--- src/verilog/lc_macros.svh ---
`ifndef LC_MACROS_SVH
`define LC_MACROS_SVH

// datapath word
`define LC_DATA_W 32

// scratchpad word address
`define LC_ADDR_W 8
`define LC_DEPTH  256

// selector decodes exactly eight one-hot patterns
`define LC_LANES  8

`endif
--- src/verilog/lane_select.sv ---
`timescale 1ns/1ps
`include "lc_macros.svh"

module lane_select
(
	input  logic                                  clk,
	input  logic                                  i_rst,
	input  logic                                  i_en,
	input  logic [`LC_LANES-1:0]                  i_sel,
	input  logic [`LC_LANES-1:0][`LC_DATA_W-1:0]  i_lane_data,
	input  logic [`LC_LANES-1:0]                  i_lane_valid,
	output logic                                  o_strobe,
	output logic                                  o_valid,
	output logic [`LC_DATA_W-1:0]                 o_data
);

	logic [`LC_DATA_W-1:0] pick_data;
	logic                  pick_valid;

	// anything not exactly one-hot falls to default
	always_comb
	begin
		pick_data  = '0;
		pick_valid = 1'b0;
		case (i_sel)
			8'b0000_0001:
			begin
				pick_data  = i_lane_data[0];
				pick_valid = i_lane_valid[0];
			end
			8'b0000_0010:
			begin
				pick_data  = i_lane_data[1];
				pick_valid = i_lane_valid[1];
			end
			8'b0000_0100:
			begin
				pick_data  = i_lane_data[2];
				pick_valid = i_lane_valid[2];
			end
			8'b0000_1000:
			begin
				pick_data  = i_lane_data[3];
				pick_valid = i_lane_valid[3];
			end
			8'b0001_0000:
			begin
				pick_data  = i_lane_data[4];
				pick_valid = i_lane_valid[4];
			end
			8'b0010_0000:
			begin
				pick_data  = i_lane_data[5];
				pick_valid = i_lane_valid[5];
			end
			8'b0100_0000:
			begin
				pick_data  = i_lane_data[6];
				pick_valid = i_lane_valid[6];
			end
			8'b1000_0000:
			begin
				pick_data  = i_lane_data[7];
				pick_valid = i_lane_valid[7];
			end
			default: ;
		endcase
	end

	always_ff @(posedge clk)
	begin
		if (i_rst || !i_en)
		begin
			o_strobe <= 1'b0;
			o_valid  <= 1'b0;
			o_data   <= '0;
		end
		else
		begin
			o_strobe <= 1'b1;
			o_valid  <= pick_valid;
			o_data   <= pick_valid ? pick_data : '0; // invalid lane reads as zero
		end
	end

endmodule

--- config.mk ---
export PLATFORM = sky130hd
export DESIGN_NAME = lane_select
export DESIGN_NICKNAME = d
export VERILOG_FILES = /design/src/verilog/lane_select.sv
export VERILOG_INCLUDE_DIRS = /design/src /design/src/verilog
export SDC_FILE = /design/constraint.sdc
export NUM_CORES = 1
export LEC_CHECK = 0
export BUFFER_PORTS_ARGS = -buffer_cell sky130_fd_sc_hd__buf_4
export CAP_MARGIN = 40
export CORE_AREA = 2 2 119 121
export CTS_CLUSTER_SIZE = 20
export DETAILED_ROUTE_END_ITERATION = 8
export DIE_AREA = 0 0 121 123
export GPL_TIMING_DRIVEN = 1
export PLACE_DENSITY = 0.57
export SLEW_MARGIN = 20
export SYNTH_ARGS = -nofsm -noshare
export SYNTH_HDL_FRONTEND = slang
export SYNTH_SLANG_ARGS = --single-unit
export TNS_END_PERCENT = 5
--- constraint.sdc ---
create_clock -name clk -period 2.8 [get_ports clk]
set_clock_uncertainty 0.2 [all_clocks]
set_input_delay 0.56 -clock clk [delete_from_list [all_inputs] [get_ports clk]]
set_output_delay 0.56 -clock clk [all_outputs]
set_load 0.005 [all_outputs]
==> flow_summary_export.csv <==
group,metric,value,unit
drt,drtIter0Drc,212,
cts,cts.clk_slew.worst_paths,0.06,ns
sta,slew_viol_final,0,
setup_path,worstPathRequired,2.81,ns
drt,vias,3938,
grt,grt_usage,19.6,%
pwr,p_sw,0.341,mW
final_layout,final_nets,854,
sta,finalCriticalPeriod,2.51,ns
die,die-height,123,um
cts,htree_levels,2,
setup_path,crit_path_end_kind,"flop",
drt,drc_errors,0,
worst_hold_path,min-delay-path-class,"in -> reg",
final_layout,antenna_cells,0,
pwr,power_frac_clock,40.7,%
grt,grt_antenna_before_repair,0,
sta,setup_violations,0,
grt,grt_max_degree,34,
drt,antenna_violating_nets_post_route,0,
drt,drt-pass1-iter-count,5,
placement,port_buffers,308,
grt,grt_pass1_wl,21900,um
yosys,avgSynthCellArea,9.75,um^2
die,die-area,14900,um^2
setup_path,critPathKind,"in -> reg",
drt,wirelength,15800,um
sta,max-slew-margin-rel,66.6,%
yosys,synth_top_cell_by_area,"dfxtp_1",
cts,cts.sinks,34,
yosys,synth.most_common_cell,"a22oi_1",
pwr,p_leak,2.25,nW
yosys,synth_seq_area_share,25.9,%
die,start_util,19.3,%
outcome,status,"finished, final reports clean",
yosys,synthTopCellsByCount,"a22oi_1 (78), dfxtp_1 (34), a221oi_1 (26), a22o_1 (26), a31oi_1 (16)",
die,rows,43,
final_layout,layout-drive-gt1-share,62.9,%
final_layout,syn_to_final_growth,104,%
yosys,synth_area,2630,um^2
sta,fmax,399,MHz
drt,post_drt_via_cell_ratio,5.18,
cts,cts_buffers,5,
die,boundaryPins,309,
cts,cts_buffer_depth,2,
pwr,intPower,1.10,mW
sta,tightest_slew,0.502,ns
setup_path,worstSetupStartpointType,"primary input",
pwr,combPwrFrac,25.6,%
worst_hold_path,whs_endpoint,"o_strobe",
pwr,seq_power_share,33.6,%
worst_hold_path,whs_path_depth,2,
yosys,async_flop_share,0,%
yosys,synth_edf_count,0,
sta,fin_tns_setup,0,ns
yosys,yosysWarnings,0,
cts,ctsResizeCount,0,
die,die_w,121,um
yosys,syn_inst,270,
yosys,synth_top_flop_cell,"dfxtp_1",
cts,post_cts_buffers,0,
pwr,p_sw_share,23.7,%
setup_path,worst_ep_arrival_time,2.52,ns
yosys,ys_types,29,
yosys,ys_ff_latch,34,
cts,hold_buffers,0,
sta,final_hold_viol_count,0,
pwr,peakVddDrop,179,uV
sta,fin_crit_sh,89.6,%
die,core,13600,um^2
setup_path,critPathMaxFanout,19,
run,cap_violations,0,
placement,dpl.hpwl,12400,um
placement,gp_congestion,0.832,
worst_hold_path,hold_start,"i_rst",
yosys,synth_top_area_share,25.9,%
drt,wl_per_cell,20.8,um
cts,cts_tree,"yes",
sta,rsz0062_at_grt,"false",
cts,cts-root-buf,"clkbuf_16",
pwr,power_density,268,nW/um^2
grt,grt_pass1_vias,3981,
final_layout,utilization,39.5,%
yosys,synth.area.top_cells,"dfxtp_1 (26%), a22oi_1 (22%), a221oi_1 (8.7%)",
grt,grt_overflow,0,
yosys,syn_nets,545,
[sequential cells by signal, indices dropped and copies added, names as in the netlist]
register  flops
o_strobe      1
o_valid       1
o_data       32
[placed cells by master (no fill, tap or decap), types with 2 or more instances in the layout]
cell | netlist | routed
a2111oi_0 | 2 | 2
a22o_1 | 26 | 26
a41oi_1 | 3 | 3
buf_4 | 10 | 328
nand2b_1 | 7 | 7
inv_1 | 8 | 8
nor3_1 | 3 | 3
a22oi_1 | 78 | 78
a31oi_2 | 10 | 10
dfxtp_1 | 34 | 34
clkbuf_16 | 0 | 5
nor4_4 | 7 | 7
a221oi_1 | 26 | 26
o22ai_1 | 3 | 3
or4_1 | 2 | 2
buf_12 | 0 | 6
a31oi_1 | 16 | 16
a41oi_2 | 3 | 3
[critical path, stage by stage]
cell	delay [ns]
buf_4	0.11
or4_1	0.52
buf_4	0.21
nor4_4	0.36
buf_12	0.23
a22o_1	0.25
a221oi_1	0.10
a31oi_2	0.19
[power groups by stage]
| stage | clock (mW) | combinational, mW | sequential, mW |
|---|---|---|---|
| final | 0.587 | 0.370 | 0.485 |
| after global routing | 0.629 | 0.392 | 0.484 |
| after CTS | 0.618 | 0.370 | 0.485 |
| after detailed placement | 0 | 0.368 | 0.495 |
| after global placement | 0 | 0.364 | 0.495 |
| after floorplan | 0 | 0.0409 | 0.495 |
[through the flow]
step | instances | power, mW | hold WS, ns | area (um^2) | setup WS (ns)
floorplan | 270 | 0.536 | 0.443 | 2630 | 0.226
global placement | 752 | 0.859 | 0.548 | 5220 | 0.0356
detailed placement | 752 | 0.864 | 0.556 | 5220 | -0.00272
CTS | 760 | 1.47 | 0.235 | 5370 | 0.305
global route | 760 | 1.51 | 0.247 | 5370 | 0.210
finish | 760 | 1.44 | 0.248 | 5370 | 0.292
[how the worst max path moves through the flow]
stage,cells after the start,from,endpoint
detailed placement,8,i_sel[6],o_data[24]
global placement,8,i_sel[6],o_data[24]
floorplan,8,i_sel[7],o_data[2]
global route,7,i_sel[6],o_data[4]
finish,8,i_sel[6],o_data[24]
CTS,8,i_sel[6],o_data[24]
[routing by layer]
metal	GRT usage [%]	part of all wire, %	vias to the layer above
met5	0	0	-
li1	-	-	1799
met1	22.9	38	1886
met3	4.29	9.2	19
met4	5.38	1.4	0
met2	35.9	52	234
[cells by family after synthesis]
kind of cell	count (synthesis)	synth area share [%]
AO/OA/AOI/OAI	171	54.5
XOR/XNOR	1	0.333
buffers and inverters	40	9.41
flip-flops	34	25.9
AND/OR/NAND/NOR	24	9.93
[layout make-up]
type                       count  area (um^2)
timing repair buffer         334         2580
clock buffer                   6          139
fill                        1387         8240
sequential                    34          681
multi-input combinational    196         1700
inverter                       8         30.0
tap                          180          225
clock inverter                 2         12.5
Power figures use the tool's default switching activity.
