--- src/verilog/lc_macros.svh ---
`ifndef LC_MACROS_SVH
`define LC_MACROS_SVH

// datapath word
`define LC_DATA_W 32

// scratchpad word address
`define LC_ADDR_W 8
`define LC_DEPTH  256

// selector decodes exactly eight one-hot patterns
`define LC_LANES  8

`endif
--- src/verilog/lc_op_pkg.sv ---
`include "lc_macros.svh"

package lc_op_pkg;

	typedef enum logic
	{
		OP_SCALE  = 1'b0, // word * scalar keeping low bits
		OP_OFFSET = 1'b1  // word + scalar with wrap
	} opcode_e;

	typedef struct packed
	{
		opcode_e               opcode;
		logic [`LC_ADDR_W-1:0] src_addr;
		logic [`LC_ADDR_W-1:0] dst_addr;
		logic [`LC_DATA_W-1:0] scalar;
		logic [`LC_LANES-1:0]  lane_mask;
		logic [`LC_LANES-1:0]  sel;       // expected one-hot
	} cmd_t;

	typedef enum logic [1:0]
	{
		F_IDLE      = 2'd0,
		F_READ      = 2'd1,
		F_ISSUE     = 2'd2,
		F_WAIT_DONE = 2'd3
	} fetch_state_e;

	typedef struct packed
	{
		logic                  ok;         // sel was one-hot
		logic                  lane_valid;
		logic [`LC_DATA_W-1:0] value;
	} done_t;

endpackage

--- src/verilog/lc_bus_pkg.sv ---
`include "lc_macros.svh"

package lc_bus_pkg;

	// wishbone classic master side
	typedef struct packed
	{
		logic                  cyc;
		logic                  stb;
		logic                  we;
		logic [`LC_ADDR_W-1:0] adr;
		logic [`LC_DATA_W-1:0] dat_w;
	} wb_req_t;

	// slave side
	typedef struct packed
	{
		logic                  ack;
		logic [`LC_DATA_W-1:0] dat_r;
	} wb_rsp_t;

	// bus owners with M_NONE when idle
	typedef enum logic [1:0]
	{
		M_HOST   = 2'd0,
		M_WRITER = 2'd1,
		M_FETCH  = 2'd2,
		M_NONE   = 2'd3
	} master_e;

endpackage

--- src/verilog/result_writer.sv ---
`timescale 1ns/1ps
`include "lc_macros.svh"

module result_writer
(
	input  logic                   clk,
	input  logic                   i_rst,
	input  logic                   i_strobe,
	input  logic                   i_valid,
	input  logic [`LC_DATA_W-1:0]  i_data,
	input  logic [`LC_LANES-1:0]   i_sel,
	input  logic [`LC_ADDR_W-1:0]  i_dst_addr,
	output lc_bus_pkg::wb_req_t    o_bus_req,
	input  lc_bus_pkg::wb_rsp_t    i_bus_rsp,
	output logic                   o_done,
	output lc_op_pkg::done_t       o_done_info
);

	logic                  busy;
	logic                  valid_q;
	logic [`LC_DATA_W-1:0] data_q;
	logic                  sel_onehot;
	lc_op_pkg::done_t      info_q;

	assign sel_onehot = (i_sel != '0) && ((i_sel & (i_sel - 1'b1)) == '0);

	always_ff @(posedge clk)
	begin
		if (i_rst)
		begin
			busy   <= 1'b0;
			o_done <= 1'b0;
		end
		else
		begin
			o_done <= busy && i_bus_rsp.ack;
			if (i_strobe)
				busy <= 1'b1;
			else if (i_bus_rsp.ack)
				busy <= 1'b0;
		end
	end

	always_ff @(posedge clk)
	begin
		if (i_strobe)
		begin
			data_q  <= i_data;
			valid_q <= i_valid;
		end
		if (busy && i_bus_rsp.ack)
			info_q <= '{ok: sel_onehot, lane_valid: valid_q, value: data_q};
	end

	always_comb
	begin
		o_bus_req = '0;
		if (busy)
		begin
			o_bus_req.cyc   = 1'b1;
			o_bus_req.stb   = 1'b1;
			o_bus_req.we    = 1'b1;
			o_bus_req.adr   = i_dst_addr;
			o_bus_req.dat_w = data_q;
		end
	end

	assign o_done_info = info_q;

	// fetcher must hold off until done has been seen
	a_one_write: assert property (@(posedge clk) disable iff (i_rst)
		i_strobe |-> !busy && !o_done);

endmodule

--- config.mk ---
export PLATFORM = sky130hd
export DESIGN_NAME = result_writer
export DESIGN_NICKNAME = d
export VERILOG_FILES = /design/src/verilog/lc_op_pkg.sv /design/src/verilog/lc_bus_pkg.sv /design/src/verilog/result_writer.sv
export VERILOG_INCLUDE_DIRS = /design/src /design/src/verilog
export SDC_FILE = /design/constraint.sdc
export NUM_CORES = 1
export LEC_CHECK = 0
export BUFFER_PORTS_ARGS = -buffer_cell sky130_fd_sc_hd__buf_2
export CAP_MARGIN = 20
export CORE_MARGIN = 1
export CORE_UTILIZATION = 40
export CTS_BUF_LIST = sky130_fd_sc_hd__clkbuf_4 sky130_fd_sc_hd__clkbuf_8 sky130_fd_sc_hd__clkbuf_16
export CTS_CLUSTER_DIAMETER = 120
export DETAILED_ROUTE_END_ITERATION = 16
export PLACE_DENSITY_LB_ADDON = 0.12
export SYNTH_ARGS = -nofsm -noshare
export SYNTH_HDL_FRONTEND = slang
export SYNTH_SLANG_ARGS = --single-unit
--- constraint.sdc ---
create_clock -name clk -period 1.9 [get_ports clk]
set_input_delay 0.285 -clock clk [delete_from_list [all_inputs] [get_ports clk]]
set_output_delay 0.285 -clock clk [all_outputs]
set_load 0.05 [all_outputs]
==> flow_metrics.env <==
export IMPL_outcome="complete, no violations"
export IMPL_syn_to_final_growth_pct=40.81
export IMPL_critPathTopFamily="buffers and inverters"
export IMPL_yosysTopAreaCell="edfxtp_1"
export IMPL_wl_mm=4.563
export IMPL_slew_headroom_pct=76.28
export IMPL_clkSinkCount=69
export IMPL_drt_vias_per_instance=4.314
export IMPL_syn_inst=133
export IMPL_first_pass_iters=4
export IMPL_row_count=28
export IMPL_cts_path_max_buffers=2
export IMPL_final_common_cell="buf_2"
export IMPL_p_per_area_nw_per_um2=1042
export IMPL_layout_drive_gt1_share_pct=55.76
export IMPL_cts_root_buf="clkbuf_8"
export IMPL_setup_slack_ns=0.2566
export IMPL_port_buffer_count=130
export IMPL_gp_congestion=0.6672
export IMPL_finalCriticalPeriod_ns=1.643
export IMPL_antenna_found_initial=0
export IMPL_crit_type="register to output pin"
export IMPL_netlist_area_um2=2459
export IMPL_worstHoldPathType="input pin to register"
export IMPL_finalSetupViolations=0
export IMPL_power_leakage_uw=0.001520
export IMPL_critPathBufInv=2
export IMPL_path_clk_slew_ns=0.07
export IMPL_die_area_um2=6464
export IMPL_dp_slack_ns=0.4140
export IMPL_ant_nets=0
export IMPL_start_util_pct=41.53
export IMPL_finClkSkew_ns=0.006296
export IMPL_cts_buffers=9
export IMPL_grt_pass1_wl_mm=6.858
export IMPL_layout_nets=358
export IMPL_core_area_um2=5921
export IMPL_vias=1523
export IMPL_cap_viol_max_count=0
export IMPL_hold_worst_slack_ns=0.1211
export IMPL_hpwlAfterDp_mm=3.322
export IMPL_ir_drop_v=0.0005046
export IMPL_drtIter0Drc=57
export IMPL_pin_count=163
export IMPL_tightestPinTransition_ns=0.3557
export IMPL_worstSetupEndpointType="output pin"
export IMPL_dpl_cell_area_um2=3237
export IMPL_timing_hold_violations_final=0
export IMPL_synth_area_leaders="edfxtp_1 82%, and2_1 10%, dfxtp_1 1.6%, buf_4 0.92%, nor4_4 0.87%"
export IMPL_cts_htree_levels=3
export IMPL_layout_common_cells="130 x buf_2, 67 x edfxtp_1, 40 x and2_1"
export IMPL_track_usage_pct=15.11
export IMPL_cp_slowest_stage_delay_ns=0.42
export IMPL_crit_required_ns=1.62
export IMPL_utilization_pct=58.47
export IMPL_max_freq_ghz=0.6085
export IMPL_grt_overflow_total=0
export IMPL_worstPathArrival_ns=1.36
export IMPL_synth_nets=218
export IMPL_tns_ns=0
export IMPL_die_w_um=80.40
export IMPL_grt_pass1_vias=1466
export IMPL_insertedDiodeCount=0
export IMPL_post_drt_wl_per_cell_um=12.93
export IMPL_path_max_fanout=18
export IMPL_rsz0062_at_grt="no"
export IMPL_synth_top_area_share_pct=81.83
export IMPL_drv_slew=0
export IMPL_ys_seq_area_share_pct=83.46
export IMPL_synthDistinctLibCells=16
export IMPL_drc_errors=0
export IMPL_ys_seq_elements=69
export IMPL_die_y_um=80.40
export IMPL_critPathSlowestCell="dfxtp_2"
export IMPL_clock_latency_ns=0.33
export IMPL_yosysWarnings=0
export IMPL_post_route_period_util_pct=86.50
export IMPL_cp_start_kind="register"
export IMPL_grt_max_degree=23
export IMPL_fin_area_um2=3462
export IMPL_cts_tree="done"
export IMPL_cp_cell_sequence="buf_4 -> and2_1 -> buf_2"
export IMPL_synth_area_per_cell_um2=18.49
## layout make-up
cell class | count | area [um^2]
clock buffers | 10 | 137.6
clock inverters | 6 | 86.33
fillers | 499 | 2459
inverters | 1 | 3.754
multi-input cells | 56 | 366.6
flip-flops and latches | 69 | 2053
well taps | 75 | 93.84
repair buffers | 136 | 720.7
## Yosys cell counts
cell,count
and2_1,41
nor4_4,1
dfxtp_1,2
nand4b_1,2
buf_4,3
inv_1,1
a222oi_1,1
nor2b_1,1
nor2_1,5
o21a_1,1
edfxtp_1,67
a21oi_1,1
xnor2_1,1
a2111oi_1,1
clkbuf_1,4
nand2_1,1
## flip-flops by register name, summed over array words and instances, names as in the netlist
register / cells
o_done_info: 34
data_q: 32
busy: 1
o_done: 1
valid_q: 1
## worst register-to-register path: cells and delay by family (launching register included)
kind | cells | cell delay (ns)
flops | 1 | 0.42
buf+inv | 1 | 0.20
simple gates | 1 | 0.40
## per-stage QoR
| stage | total power (uW) | instances |
|---|---|---|
| 6_report | 3609 | 353 |
| 5_1_grt | 3736 | 353 |
| 4_1_cts | 3642 | 353 |
| 3_5_place_dp | 2334 | 337 |
| 3_3_place_gp | 2326 | 337 |
| 2_1_floorplan | 2166 | 133 |
## power by group
part           leakage, uW  internal [uW]  switching [uW]
registers         0.000655           1770            30.5
clock network     0.000112            772             543
logic             0.000754            128             362
## repair_timing
action,CTS,global route
setup buffers,0,0
hold buffers,0,0
gates resized for setup,0,1
endpoints found under the setup margin,0,13
## cells by family after synthesis
logic type	synth area share, %
AO/OA/AOI/OAI	1.323
AND/OR/NAND/NOR	13.18
buffers and inverters	1.679
flip-flops	83.46
XOR/XNOR	0.3563
## per-layer routing
layer,share of wire (%),wire length [um],global-route usage [%],vias up
met4,1.9,88,10.18,0
li1,-,-,-,763
met1,41,1884,17.56,684
met5,0,0,0,-
met3,9.0,410,5.227,8
met2,48,2179,23.47,68
## final timing paths
check / startpoint / endpoint / slack, ns / cells past startpoint
setup / recovery: busy / o_bus_req[35] / 0.26 / 3
hold / removal: i_rst / o_done / 0.12 / 2
setup reg to reg: busy / o_done_info[14] / 0.60 / 2
hold reg to reg: valid_q / o_done_info[32] / 0.42 / 0
Note: power is estimated with default switching activity, not from simulation.
