### config.mk
export PLATFORM = sky130hd
export DESIGN_NAME = operand_fetch
export DESIGN_NICKNAME = d
export VERILOG_FILES = /design/src/verilog/lc_op_pkg.sv /design/src/verilog/lc_bus_pkg.sv /design/src/verilog/operand_fetch.sv
export VERILOG_INCLUDE_DIRS = /design/src /design/src/verilog
export SDC_FILE = /design/constraint.sdc
export NUM_CORES = 1
export LEC_CHECK = 0
export BUFFER_PORTS_ARGS = -buffer_cell sky130_fd_sc_hd__buf_2
export CORE_MARGIN = 5
export CORE_UTILIZATION = 49
export CTS_CLUSTER_DIAMETER = 120
export DETAILED_ROUTE_END_ITERATION = 6
export PLACE_DENSITY = 0.74
export SETUP_SLACK_MARGIN = 0.15
export SLEW_MARGIN = 20
export SYNTH_ARGS = -nofsm -noshare
export SYNTH_HDL_FRONTEND = slang
export SYNTH_SLANG_ARGS = --single-unit
### constraint.sdc
create_clock -name clk -period 12.3 [get_ports clk]
set_input_delay 3.69 -clock clk [delete_from_list [all_inputs] [get_ports clk]]
set_output_delay 3.69 -clock clk [all_outputs]
set_load 0.1 [all_outputs]
### src/verilog/lc_macros.svh
`ifndef LC_MACROS_SVH
`define LC_MACROS_SVH

// datapath word
`define LC_DATA_W 32

// scratchpad word address
`define LC_ADDR_W 8
`define LC_DEPTH  256

// selector decodes exactly eight one-hot patterns
`define LC_LANES  8

`endif
### src/verilog/lc_op_pkg.sv
`include "lc_macros.svh"

package lc_op_pkg;

	typedef enum logic
	{
		OP_SCALE  = 1'b0, // word * scalar keeping low bits
		OP_OFFSET = 1'b1  // word + scalar with wrap
	} opcode_e;

	typedef struct packed
	{
		opcode_e               opcode;
		logic [`LC_ADDR_W-1:0] src_addr;
		logic [`LC_ADDR_W-1:0] dst_addr;
		logic [`LC_DATA_W-1:0] scalar;
		logic [`LC_LANES-1:0]  lane_mask;
		logic [`LC_LANES-1:0]  sel;       // expected one-hot
	} cmd_t;

	typedef enum logic [1:0]
	{
		F_IDLE      = 2'd0,
		F_READ      = 2'd1,
		F_ISSUE     = 2'd2,
		F_WAIT_DONE = 2'd3
	} fetch_state_e;

	typedef struct packed
	{
		logic                  ok;         // sel was one-hot
		logic                  lane_valid;
		logic [`LC_DATA_W-1:0] value;
	} done_t;

endpackage

### src/verilog/lc_bus_pkg.sv
`include "lc_macros.svh"

package lc_bus_pkg;

	// wishbone classic master side
	typedef struct packed
	{
		logic                  cyc;
		logic                  stb;
		logic                  we;
		logic [`LC_ADDR_W-1:0] adr;
		logic [`LC_DATA_W-1:0] dat_w;
	} wb_req_t;

	// slave side
	typedef struct packed
	{
		logic                  ack;
		logic [`LC_DATA_W-1:0] dat_r;
	} wb_rsp_t;

	// bus owners with M_NONE when idle
	typedef enum logic [1:0]
	{
		M_HOST   = 2'd0,
		M_WRITER = 2'd1,
		M_FETCH  = 2'd2,
		M_NONE   = 2'd3
	} master_e;

endpackage

### src/verilog/operand_fetch.sv
`timescale 1ns/1ps
`include "lc_macros.svh"

module operand_fetch
(
	input  logic                                   clk,
	input  logic                                   i_rst,
	input  logic                                   i_cmd_valid,
	input  lc_op_pkg::cmd_t                        i_cmd,
	output logic                                   o_cmd_ready,
	output lc_bus_pkg::wb_req_t                    o_bus_req,
	input  lc_bus_pkg::wb_rsp_t                    i_bus_rsp,
	output logic [`LC_LANES-1:0][`LC_DATA_W-1:0]   o_lane_data,
	output logic [`LC_LANES-1:0]                   o_lane_valid,
	output logic [`LC_LANES-1:0]                   o_sel,
	output logic                                   o_en,
	output logic [`LC_ADDR_W-1:0]                  o_dst_addr,
	input  logic                                   i_done
);

	localparam int IW = $clog2(`LC_LANES);
	localparam int AW = `LC_ADDR_W;

	lc_op_pkg::fetch_state_e               state;
	lc_op_pkg::cmd_t                       cmd_q;
	logic [IW-1:0]                         idx;
	logic [`LC_LANES-1:0][`LC_DATA_W-1:0]  lane_q;
	logic [`LC_DATA_W-1:0]                 op_result;
	logic                                  accept;
	logic                                  rd_done;

	assign accept  = i_cmd_valid && o_cmd_ready;
	assign rd_done = (state == lc_op_pkg::F_READ) && i_bus_rsp.ack;

	always_comb
	begin
		case (cmd_q.opcode)
			lc_op_pkg::OP_SCALE: op_result = i_bus_rsp.dat_r * cmd_q.scalar;
			default:             op_result = i_bus_rsp.dat_r + cmd_q.scalar;
		endcase
	end

	always_ff @(posedge clk)
	begin
		if (i_rst)
		begin
			state <= lc_op_pkg::F_IDLE;
			idx   <= '0;
		end
		else
		begin
			case (state)
				lc_op_pkg::F_IDLE:
					if (accept)
					begin
						state <= lc_op_pkg::F_READ;
						idx   <= '0;
					end
				lc_op_pkg::F_READ:
					if (i_bus_rsp.ack)
					begin
						idx <= idx + 1'b1;
						if (idx == IW'(`LC_LANES - 1))
							state <= lc_op_pkg::F_ISSUE;
					end
				lc_op_pkg::F_ISSUE:
					state <= lc_op_pkg::F_WAIT_DONE;
				default: // F_WAIT_DONE
					if (i_done)
						state <= lc_op_pkg::F_IDLE;
			endcase
		end
	end

	always_ff @(posedge clk)
	begin
		if (accept)
			cmd_q <= i_cmd;
		if (rd_done)
			lane_q[idx] <= op_result;
	end

	// cyc held across all eight reads
	always_comb
	begin
		o_bus_req = '0;
		if (state == lc_op_pkg::F_READ)
		begin
			o_bus_req.cyc = 1'b1;
			o_bus_req.stb = 1'b1;
			o_bus_req.adr = cmd_q.src_addr + AW'(idx);
		end
	end

	assign o_cmd_ready  = (state == lc_op_pkg::F_IDLE);
	assign o_en         = (state == lc_op_pkg::F_ISSUE);
	assign o_lane_data  = lane_q;
	assign o_lane_valid = cmd_q.lane_mask;
	assign o_sel        = cmd_q.sel;
	assign o_dst_addr   = cmd_q.dst_addr;

endmodule

==> results.toml <==
[run_status]
outcome = "finished, final reports clean"

[yosys]
syn_avg_cell_area_um2 = 11.50
synth-seq-area-share = 0.3437
netlist.area_leader.share = 0.3402
netlist.top_cell.by_area = "sky130_fd_sc_hd__edfxtp_1"
synth.top_cells.by_area = "sky130_fd_sc_hd__edfxtp_1 34%, sky130_fd_sc_hd__fa_1 29%, sky130_fd_sc_hd__ha_1 7.2%"
synthTopCellsByCount = "410 x sky130_fd_sc_hd__fa_1, 394 x sky130_fd_sc_hd__inv_1, 321 x sky130_fd_sc_hd__edfxtp_1, 310 x sky130_fd_sc_hd__and2_1, 255 x sky130_fd_sc_hd__nand2_1"
synth-seq-cells = 326
synthDistinctLibCells = 77
synth_enable_flop_cells = 321
synthesis.yosys.warnings = 0
asyncSetResetFlopFracSynth = 0
ys_dominant_reg_cell = "sky130_fd_sc_hd__edfxtp_1"
netlist_area_before_placement_um2 = 28340
synthesis.instances = 2464
synthMostInstantiatedCell = "sky130_fd_sc_hd__fa_1"

[sta]
timing.final.hold_violations = 0
final-setup-viol-count = 0
layout_worst_path_cycle_share = 0.8568
finClkSkew_ns = 0.02157
timing.slew.headroom = 0.2447
setup_repair_after_global_routing_missed_its_margin = "false"
worst_slew_pin_slew_ns = 1.133
post-route-min-period_ns = 10.54
finalMaxSlewViolations = 0
maxClockFrequency_mhz = 94.89
setup_tns_ns = 0

[clocking]
clk_pin_slew_ns = 0.06
cts_post_setup_buffers_inserted = 0
htree_num_levels = 2
cts.sink_count = 326
number_of_buffers_added_by_the_clock_tree_synthesis_step = 34
clockRootBuffer = "sky130_fd_sc_hd__clkbuf_16"
number_of_cells_upsized_or_downsized_after_cts = 0
cts_buffer_depth = 3
cts_hold_repair.buffers = 0
insertion_delay_ns = 0.57
clock_tree_from_tritoncts = "done"

[detailed_routing]
dr.max_layer_used = "met4"
total_vias_in_the_final_route = 20110
metal_1_wl_um = 30880
drt-pass1-iter-count = 5
antenna_violating_nets_post_route = 0
wire_length_per_cell_um = 23.85
drt-total-wl_um = 85810
drt_drc_violations_left = 0
post_drt_via_cell_ratio = 5.589
met2_length_um = 43290
wl_met3_um = 7185
drt_first_iter_violations = 2001

[setup_path]
first_element_of_the_critical_path = "i_bus_rsp[7]"
worstSetupEndpointType = "flop"
r2r_slack_ns = 4.16
kind_of_critical_path = "input port to flop"
endpoint_required_time_on_the_critical_path_ns = 12.54
critPathMaxFanout = 25
reg2reg_from = "cmd_q[26]"
timing.critical_path.arrival_ns = 10.78
critical_path.startpoint_type = "input port"

[grt]
grt_first_pass_wirelength_um = 130400
global_route.usage.total = 0.2727
maximum_number_of_pins_on_one_net_before_global_route_repair = 54
global_route.overflow_total = 0
first_global_vias = 21910
grt_antenna_before_repair = 9

[cells_and_area]
area_overhead_of_the_layout_relative_to_synthesis_pct = 13.11
layout-drive-gt1-share = 0.1781
finish.net_count = 3476

[die]
initial_core_util = 0.4930
floorplan.die_area_um2 = 62740
die-width_um = 250.5
dieHeight_um = 250.5
floorplan.rows = 88
fp.coreArea_um2 = 57480
floorplan.io_pins = 427

[job]
cap_viol_max_count = 0

[min_path]
worstHoldStart = "state[1]"
timing.hold.worst.class = "flop to flop"

[placed_design]
routability_congestion = 0.9567
dp_hpwl_um = 64390
portBuffers = 393
==> sequential cells by signal, indices dropped and copies added, names as in the netlist <==
name	count
o_sel	8
o_lane_valid	8
o_lane_data	256
state	2
cmd_q	41
o_dst_addr	8
idx	3
==> cell type report <==
type | instances | area, um^2
fillers | 4867 | 25420
multi-input cells | 1625 | 16530
flip-flops and latches | 326 | 9739
repair buffers | 420 | 2267
inverters | 394 | 1479
well taps | 765 | 957.2
clock buffers | 41 | 887.1
clock inverters | 19 | 172.7
diodes | 8 | 20.02
==> path summary, 6_finish.rpt <==
check,end,depth (start not counted)
hold reg to reg,state[1],2
setup reg to reg,o_lane_data[159],22
hold / removal,state[1],2
setup / recovery,o_lane_data[25],23
==> per-layer routing <==
layer	global-route usage	vias up
met2	0.4672	1109
met1	0.3369	10330
met4	0.1265	0
met5	0	-
li1	-	8426
met3	0.05067	248
==> layout by cell type, fill, tap and decap left out, drive strengths merged, types with 7 or more instances in the layout <==
cell type,synthesis,layout
inv,394,399
and2,310,310
mux2i,12,12
conb,1,33
ha,163,163
nor2,48,48
buf,66,420
xnor2,77,77
a21o,25,25
xor2,27,27
o21a,12,12
nand2,255,255
a21oi,49,49
o21ai,43,43
nor3,15,15
nor2b,7,7
a211oi,12,12
o211ai,9,9
fa,410,410
nand2b,11,11
nand3,14,14
diode,0,8
a31oi,9,9
clkinv,0,11
edfxtp,321,321
clkbuf,85,41
==> kinds of logic (layout without fill, tap and decap cells) <==
family                     count (synthesis)  after routing  synth area share
other                                      1             41         0.0001323
buffers and inverters                    545            874           0.07996
AOI/OAI and AO/OA                        206            206           0.04981
DFF                                      326            326            0.3437
adders and majority gates                573            573            0.3616
xor gates and xnor gates                 105            105           0.03294
and+or+nand+nor                          692            692            0.1259
muxes                                     16             16          0.005961
==> metrics by stage <==
step	instance area (um^2)	worst slack, ns	utilization	hold slack, ns	cells
floorplan	28460	2.073	-	0.5136	2496
global placement	30810	1.463	0.5361	0.5290	3524
detailed placement	30910	1.283	0.5378	0.5658	3528
CTS	31970	1.832	0.5563	0.5762	3588
global route	32050	1.383	0.5576	0.6083	3597
finish	32050	1.761	0.5577	0.5761	3598
==> critical path, stage by stage <==
cell and delay, ns:
sky130_fd_sc_hd__buf_2 0.55, sky130_fd_sc_hd__and2_1 0.25, sky130_fd_sc_hd__fa_1 0.39, sky130_fd_sc_hd__inv_1 0.08, sky130_fd_sc_hd__fa_1 0.43, sky130_fd_sc_hd__fa_1 0.50, sky130_fd_sc_hd__inv_1 0.06, sky130_fd_sc_hd__fa_1 0.54
sky130_fd_sc_hd__ha_1 0.23, sky130_fd_sc_hd__ha_1 0.27, sky130_fd_sc_hd__inv_1 0.05, sky130_fd_sc_hd__fa_1 0.49, sky130_fd_sc_hd__inv_1 0.05, sky130_fd_sc_hd__fa_1 0.45, sky130_fd_sc_hd__ha_1 0.41, sky130_fd_sc_hd__o21a_1 0.17
sky130_fd_sc_hd__o211ai_1 0.12, sky130_fd_sc_hd__o31ai_2 0.49, sky130_fd_sc_hd__nor2_1 0.16, sky130_fd_sc_hd__o41ai_1 0.43, sky130_fd_sc_hd__a21oi_1 0.14, sky130_fd_sc_hd__xor2_1 0.18, sky130_fd_sc_hd__mux2i_1 0.61
Power is not shown: default switching activity piles up to over one toggle a cycle in this logic, so the estimate is an artifact.
