**config.mk**
```make
export PLATFORM = sky130hd
export DESIGN_NAME = wb_arbiter
export DESIGN_NICKNAME = d
export VERILOG_FILES = /design/src/verilog/lc_bus_pkg.sv /design/src/verilog/wb_arbiter.sv
export VERILOG_INCLUDE_DIRS = /design/src /design/src/verilog
export SDC_FILE = /design/constraint.sdc
export NUM_CORES = 1
export LEC_CHECK = 0
export ABC_AREA = 1
export BUFFER_PORTS_ARGS = -buffer_cell sky130_fd_sc_hd__buf_4
export CAP_MARGIN = 10
export CORE_AREA = 2 2 119 121
export CTS_CLUSTER_DIAMETER = 100
export DETAILED_ROUTE_END_ITERATION = 10
export DIE_AREA = 0 0 121 123
export PLACE_DENSITY = 0.57
export SYNTH_ARGS = -nofsm -noshare
export SYNTH_HDL_FRONTEND = slang
export SYNTH_SLANG_ARGS = --single-unit
export TNS_END_PERCENT = 100
```
**constraint.sdc**
```tcl
create_clock -name clk -period 2.8 [get_ports clk]
set_clock_uncertainty 0.1 [all_clocks]
set_input_delay 0.56 -clock clk [delete_from_list [all_inputs] [get_ports clk]]
set_output_delay 0.56 -clock clk [all_outputs]
set_load 0.03 [all_outputs]
```
**src/verilog/lc_macros.svh**
```systemverilog
`ifndef LC_MACROS_SVH
`define LC_MACROS_SVH

// datapath word
`define LC_DATA_W 32

// scratchpad word address
`define LC_ADDR_W 8
`define LC_DEPTH  256

// selector decodes exactly eight one-hot patterns
`define LC_LANES  8

`endif
```
**src/verilog/lc_bus_pkg.sv**
```systemverilog
`include "lc_macros.svh"

package lc_bus_pkg;

	// wishbone classic master side
	typedef struct packed
	{
		logic                  cyc;
		logic                  stb;
		logic                  we;
		logic [`LC_ADDR_W-1:0] adr;
		logic [`LC_DATA_W-1:0] dat_w;
	} wb_req_t;

	// slave side
	typedef struct packed
	{
		logic                  ack;
		logic [`LC_DATA_W-1:0] dat_r;
	} wb_rsp_t;

	// bus owners with M_NONE when idle
	typedef enum logic [1:0]
	{
		M_HOST   = 2'd0,
		M_WRITER = 2'd1,
		M_FETCH  = 2'd2,
		M_NONE   = 2'd3
	} master_e;

endpackage

```
**src/verilog/wb_arbiter.sv**
```systemverilog
`timescale 1ns/1ps

module wb_arbiter
(
	input  logic                clk,
	input  logic                i_rst,
	input  lc_bus_pkg::wb_req_t i_req_host,
	input  lc_bus_pkg::wb_req_t i_req_writer,
	input  lc_bus_pkg::wb_req_t i_req_fetch,
	output lc_bus_pkg::wb_rsp_t o_rsp_host,
	output lc_bus_pkg::wb_rsp_t o_rsp_writer,
	output lc_bus_pkg::wb_rsp_t o_rsp_fetch,
	output lc_bus_pkg::wb_req_t o_mem_req,
	input  lc_bus_pkg::wb_rsp_t i_mem_rsp
);

	lc_bus_pkg::master_e owner;
	lc_bus_pkg::master_e grant;

	always_comb
	begin
		grant = lc_bus_pkg::M_NONE;
		case (owner) // keep the bus while the owner holds cyc
			lc_bus_pkg::M_HOST:   if (i_req_host.cyc) grant = lc_bus_pkg::M_HOST;
			lc_bus_pkg::M_WRITER: if (i_req_writer.cyc) grant = lc_bus_pkg::M_WRITER;
			lc_bus_pkg::M_FETCH:  if (i_req_fetch.cyc) grant = lc_bus_pkg::M_FETCH;
			default: ;
		endcase
		if (grant == lc_bus_pkg::M_NONE)
		begin
			if (i_req_host.cyc)
				grant = lc_bus_pkg::M_HOST;
			else if (i_req_writer.cyc)
				grant = lc_bus_pkg::M_WRITER;
			else if (i_req_fetch.cyc)
				grant = lc_bus_pkg::M_FETCH;
		end
	end

	always_ff @(posedge clk)
	begin
		if (i_rst)
			owner <= lc_bus_pkg::M_NONE;
		else
			owner <= grant;
	end

	always_comb
	begin
		case (grant)
			lc_bus_pkg::M_HOST:   o_mem_req = i_req_host;
			lc_bus_pkg::M_WRITER: o_mem_req = i_req_writer;
			lc_bus_pkg::M_FETCH:  o_mem_req = i_req_fetch;
			default:              o_mem_req = '0;
		endcase
	end

	// read data fans out and ack goes only to the owner
	assign o_rsp_host   = '{ack: i_mem_rsp.ack && (grant == lc_bus_pkg::M_HOST),
		dat_r: i_mem_rsp.dat_r};
	assign o_rsp_writer = '{ack: i_mem_rsp.ack && (grant == lc_bus_pkg::M_WRITER),
		dat_r: i_mem_rsp.dat_r};
	assign o_rsp_fetch  = '{ack: i_mem_rsp.ack && (grant == lc_bus_pkg::M_FETCH),
		dat_r: i_mem_rsp.dat_r};

	// an ack belongs to the master that owned the previous cycle and still does
	a_ack_to_owner: assert property (@(posedge clk) disable iff (i_rst)
		i_mem_rsp.ack |-> (grant == owner));

endmodule

```
==> impl_metrics.toml, run 1 <==
[status]
outcome = "finished clean"

[clocking]
cts_buffer_depth = 2
cts_tree = "done"
cts_made_buffers = 3
postCtsSetupBuffers = 0
clkSlewWorstSetupHoldPaths_ps = 30
cts_resized = 0
clock_latency_ps = 220
hold_buffers = 0
numClockSinks = 2
cts_max_level = 1
clk_root_buffer_cell = "clkbuf_16"

[routing]
detail_route.iter0.violations = 86
vias_per_cell = 4.351
vias = 2480
antenna_left = 0
drc_errors = 0
drtPass1Iterations = 4
wl_mm = 8.050
routedWlPerCell_um = 14.12

[power]
vdd_drop_max_mv = 0.1512
cellLeakagePower_nw = 1.415
power_w = 0.001150
pwr_density_cell_mw_per_mm2 = 401.6

[sta]
drv_slew = 0
finalHoldViolCount = 0
slew_headroom = 0.8003
tightest_slew_ps = 299.5
fmax_mhz = 414.3
setup_tns_ps = 0
timing.final.crit_share = 0.8620
rsz0062_at_grt = "no"
min_period_ps = 2414
setup_viol = 0

[grt]
grt_usage = 0.09826
grt_pass1_wl_mm = 11.67
antenna_found_initial = 0
overflow = 0
grt_max_degree = 46
grt_pass1_vias = 2309

[hold_path]
hold_depth = 3
worst_hold_path_type = "in -> reg"
hold_path_end = "owner[1]"
holdCritStartpoint = "i_rst"

[final_layout]
final_cell_mix = "183 x buf_4, 126 x nand3_1, 42 x nand4_1"
final_common_cell = "buf_4"
fin_nets = 556
top_register = "owner"
post_route_cells_drive_above_1_share = 0.5256
largest_reg_flops = 2
synthToLayoutAreaGrowth_pct = 43.69
finish.utilization = 0.2104
n_antenna_cell = 0
reg_top3 = "owner (2)"

[synthesis]
ys_seq_area_frac = 0.02009
netlist_instances = 326
synth_fp_nets = 490
synthDistinctLibCells = 19
synth_top_area_cell = "buf_4"
synth_area_leaders = "buf_4 37%, nand3_1 32%, nand4_1 13%, buf_2 3.8%, buf_6 2.3%"
synth_top_cell_area_share = 0.3653
ys_ff_latch = 2
syn-cell-area_mm2 = 0.001993
syn_area_per_cell_um2 = 6.114
yosysWarnings = 0

[critical_path]
r2r-end = "owner[1]"
reg2reg_from = "owner[1]"
path_buf_inv = 4
crit_chain = "buf_4 -> inv_2 -> nand2_1 -> nand3_4 -> nand2_1 -> nand2_2 -> buf_12 -> nand3_1 -> nand3_1 -> buf_4"
critPathMaxStageDelay_ps = 220
critPathArrivalTime_ps = 1750
cp_max_fo = 44
worst_path_max_delay_cell = "buf_12"
r2r_cells = 7
worstSetupPathType = "in -> out"
ff2ff_setup_slack_ps = 1520
crit_path_end_kind = "output port"
path_delay_family = "simple AND/OR/NAND/NOR gates"
cp.required_ps = 2140
worstSetupStartpoint = "i_req_host[42]"
startpoint_type = "input pin"

[floorplanning]
die_w_um = 121
rows = 43
die_area_mm2 = 0.01488
coreArea_mm2 = 0.01361
initial_core_util = 0.1464
ios = 306
die_h_um = 123

[job]
maxCapViolations = 0

[placed_design]
gp_congestion = 0.7548
hpwlAfterDp_mm = 6.227
io_buffers = 177
-- worst min-delay path: stages --
cell and delay (ps):
buf_4 80, inv_1 40, nand2_1 50
-- how the worst max path moves through the flow --
stage	end	slack (ps)	depth (start not counted)
2_1_floorplan	o_rsp_fetch[32]	190	7
3_3_place_gp	o_mem_req[22]	390	9
3_5_place_dp	o_mem_req[33]	380	9
4_1_cts	o_mem_req[33]	380	9
5_1_grt	o_mem_req[41]	260	10
6_report	o_mem_req[32]	390	10
-- per-stage QoR --
| stage | cells | instance area [um2] | setup WS [ps] | hold slack (ps) |
|---|---|---|---|---|
| floorplan | 326 | 1993 | 185.7 | 563.7 |
| global placement | 567 | 2789 | 386.2 | 657.0 |
| detailed placement | 567 | 2789 | 378.4 | 660.8 |
| CTS | 570 | 2864 | 378.2 | 435.6 |
| global route | 570 | 2864 | 256.5 | 453.6 |
| finish | 570 | 2864 | 386.4 | 434.8 |
-- Yosys cell counts (all sizes together) --
master	count
buf	116
a21oi	1
o21ai	2
nor3	3
inv	9
nand3	128
nand4	42
dfxtp	2
clkbuf	10
nor2	1
nand2	12
-- power by group --
part	total (W)	switching, W	internal [W]
Clock	0.000214	0.0000324	0.000182
Combinational	0.000902	0.000531	0.000371
Sequential	0.0000342	0.00000245	0.0000317
-- cell type report --
cell class                      count  area, um2
Timing Repair Buffer              187       1454
Inverter                            9      33.78
Tap cell                          180      225.2
Multi-Input combinational cell    189       1036
Clock buffer                        3      75.07
Fill cell                        1562      10750
Sequential cell                     2      40.04
-- metal layers --
metal	vias to the layer above	wire length (um)	track usage
li1	1190	-	-
met1	1080	2854	0.1053
met2	173	3935	0.1763
met3	37	965	0.03137
met4	0	293	0.04433
met5	-	0	0
-- kinds of logic (layout without fill, tap and decap cells) --
logic type	Yosys count	after routing	synth area share
AO/OA/AOI/OAI	3	3	0.01319
flip-flops	2	2	0.02009
buffers and inverters	135	199	0.4614
AND/OR/NAND/NOR	186	186	0.5053
No activity file was read; power rests on OpenSTA's default activity.
==> run 2: changes to the inputs <==
--- a/config.mk
+++ b/config.mk
@@ -9,11 +9,11 @@
 export ABC_AREA = 1
 export BUFFER_PORTS_ARGS = -buffer_cell sky130_fd_sc_hd__buf_4
 export CAP_MARGIN = 10
-export CORE_AREA = 2 2 119 121
+export CORE_AREA = 2 2 120 122
 export CTS_CLUSTER_DIAMETER = 100
 export DETAILED_ROUTE_END_ITERATION = 10
-export DIE_AREA = 0 0 121 123
-export PLACE_DENSITY = 0.57
+export DIE_AREA = 0 0 122 124
+export PLACE_DENSITY = 0.56
 export SYNTH_ARGS = -nofsm -noshare
 export SYNTH_HDL_FRONTEND = slang
 export SYNTH_SLANG_ARGS = --single-unit
==> constraint.sdc (replaced) <==
create_clock -name clk -period 2.64 [get_ports clk]
set_clock_uncertainty 0.1 [all_clocks]
set_input_delay 0.528 -clock clk [delete_from_list [all_inputs] [get_ports clk]]
set_output_delay 0.528 -clock clk [all_outputs]
set_load 0.03 [all_outputs]
==> run 2 against run 1 <==
  * Wire length up 5.3%
  * Critical path depth unchanged
  * Final cell count grew 0.18%
  * Critical endpoint is now o_mem_req[24]
==> impl_metrics.toml, run 2 (synthesized netlist as in run 1, its figures left out) <==
[status]
outcome = "finished clean"

[final_layout]
fin_nets = 557
reg_top3 = "owner (2)"
synthToLayoutAreaGrowth_pct = 43.94
top_register = "owner"
final_common_cell = "buf_4"
final_cell_mix = "184 x buf_4, 126 x nand3_1, 42 x nand4_1"
largest_reg_flops = 2
post_route_cells_drive_above_1_share = 0.5243
n_antenna_cell = 0

[sta]
tightest_slew_ps = 304.2
setup_viol = 0
finalHoldViolCount = 0
drv_slew = 0
rsz0062_at_grt = "no"
setup_tns_ps = 0
fmax_mhz = 423.8
hold_ws_ps = 426.3
slew_headroom = 0.7972
min_period_ps = 2359
timing.final.crit_share = 0.8937

[routing]
drc_errors = 0
vias = 2571
detail_route.iter0.violations = 74
vias_per_cell = 4.503
wl_mm = 8.479
antenna_left = 0
routedWlPerCell_um = 14.85
drtPass1Iterations = 4

[placed_design]
hpwlAfterDp_mm = 6.715
gp_congestion = 0.6845
io_buffers = 177

[critical_path]
crit_chain = "buf_4 -> inv_2 -> nand2_2 -> nand3_2 -> nand2_4 -> nand2_4 -> buf_12 -> nand3_1 -> nand3_1 -> buf_4"
worstSetupPathType = "in -> out"
cp.required_ps = 2010
worst_path_max_delay_cell = "buf_12"
crit_path_end_kind = "output port"
critPathMaxStageDelay_ps = 210
startpoint_type = "input pin"
critPathArrivalTime_ps = 1730
cp_max_fo = 47

[floorplanning]
rows = 43
die_area_mm2 = 0.01513
die_w_um = 122
die_h_um = 124
ios = 306
coreArea_mm2 = 0.01372
initial_core_util = 0.1453

[grt]
grt_pass1_vias = 2441
grt_max_degree = 48
overflow = 0
grt_pass1_wl_mm = 12.23
antenna_found_initial = 0
grt_usage = 0.1020

[clocking]
cts_resized = 0
clk_root_buffer_cell = "clkbuf_16"
clock_latency_ps = 220
clkSlewWorstSetupHoldPaths_ps = 30
numClockSinks = 2
cts_tree = "done"
cts_made_buffers = 3
cts_max_level = 1
hold_buffers = 0
cts_buffer_depth = 2
postCtsSetupBuffers = 0

[hold_path]
worst_hold_path_type = "in -> reg"

[power]
cellLeakagePower_nw = 1.420
pwr_density_cell_mw_per_mm2 = 428.8
vdd_drop_max_mv = 0.1672

[job]
maxCapViolations = 0
-- run 2: worst paths after layout --
check,start,to,slack (ps),cells after the start
worst max-delay path,i_req_writer[42],o_mem_req[24],280,10
worst min-delay path,i_rst,owner[1],430,3
worst max register to register,owner[1],owner[1],1360,7
worst min register to register,owner[1],owner[1],780,5
-- run 2: stage by stage --
step	utilization	power, W	cell area (um2)	worst slack, ps	std cells
2_1_floorplan	-	0.0008570	1993	89.68	326
3_3_place_gp	0.2036	0.0009903	2794	274.0	568
3_5_place_dp	0.2036	0.001007	2794	263.0	568
4_1_cts	0.2091	0.001242	2869	256.6	571
5_1_grt	0.2091	0.001307	2869	150.8	571
6_report	0.2091	0.001230	2869	280.6	571
-- run 2: cell type report --
cell class / instances / area [um2]
flip-flops and latches: 2 / 40.04
inverters: 9 / 33.78
clock buffers: 3 / 75.07
well taps: 180 / 225.2
repair buffers: 188 / 1461
multi-input cells: 189 / 1033
fillers: 1575 / 10850
-- run 2: routing by layer --
metal | wire (um) | GRT usage | up-vias
met5 | 0 | 0 | -
met4 | 316 | 0.04813 | 0
met3 | 865 | 0.02793 | 38
met2 | 4057 | 0.1756 | 150
met1 | 3241 | 0.1171 | 1189
li1 | - | - | 1194
-- run 2: worst max-delay path, delay by kind of cell --
family        cells  cell delay (ps)
buf+inv           4              580
simple gates      6              560
-- run 2: power by group --
part / internal, W / switching, W / total (W)
Combinational: 0.000395 / 0.000570 / 0.000965
Clock: 0.000193 / 0.0000362 / 0.000229
Sequential: 0.0000336 / 0.00000273 / 0.0000363
Total: 0.000621 / 0.000609 / 0.00123
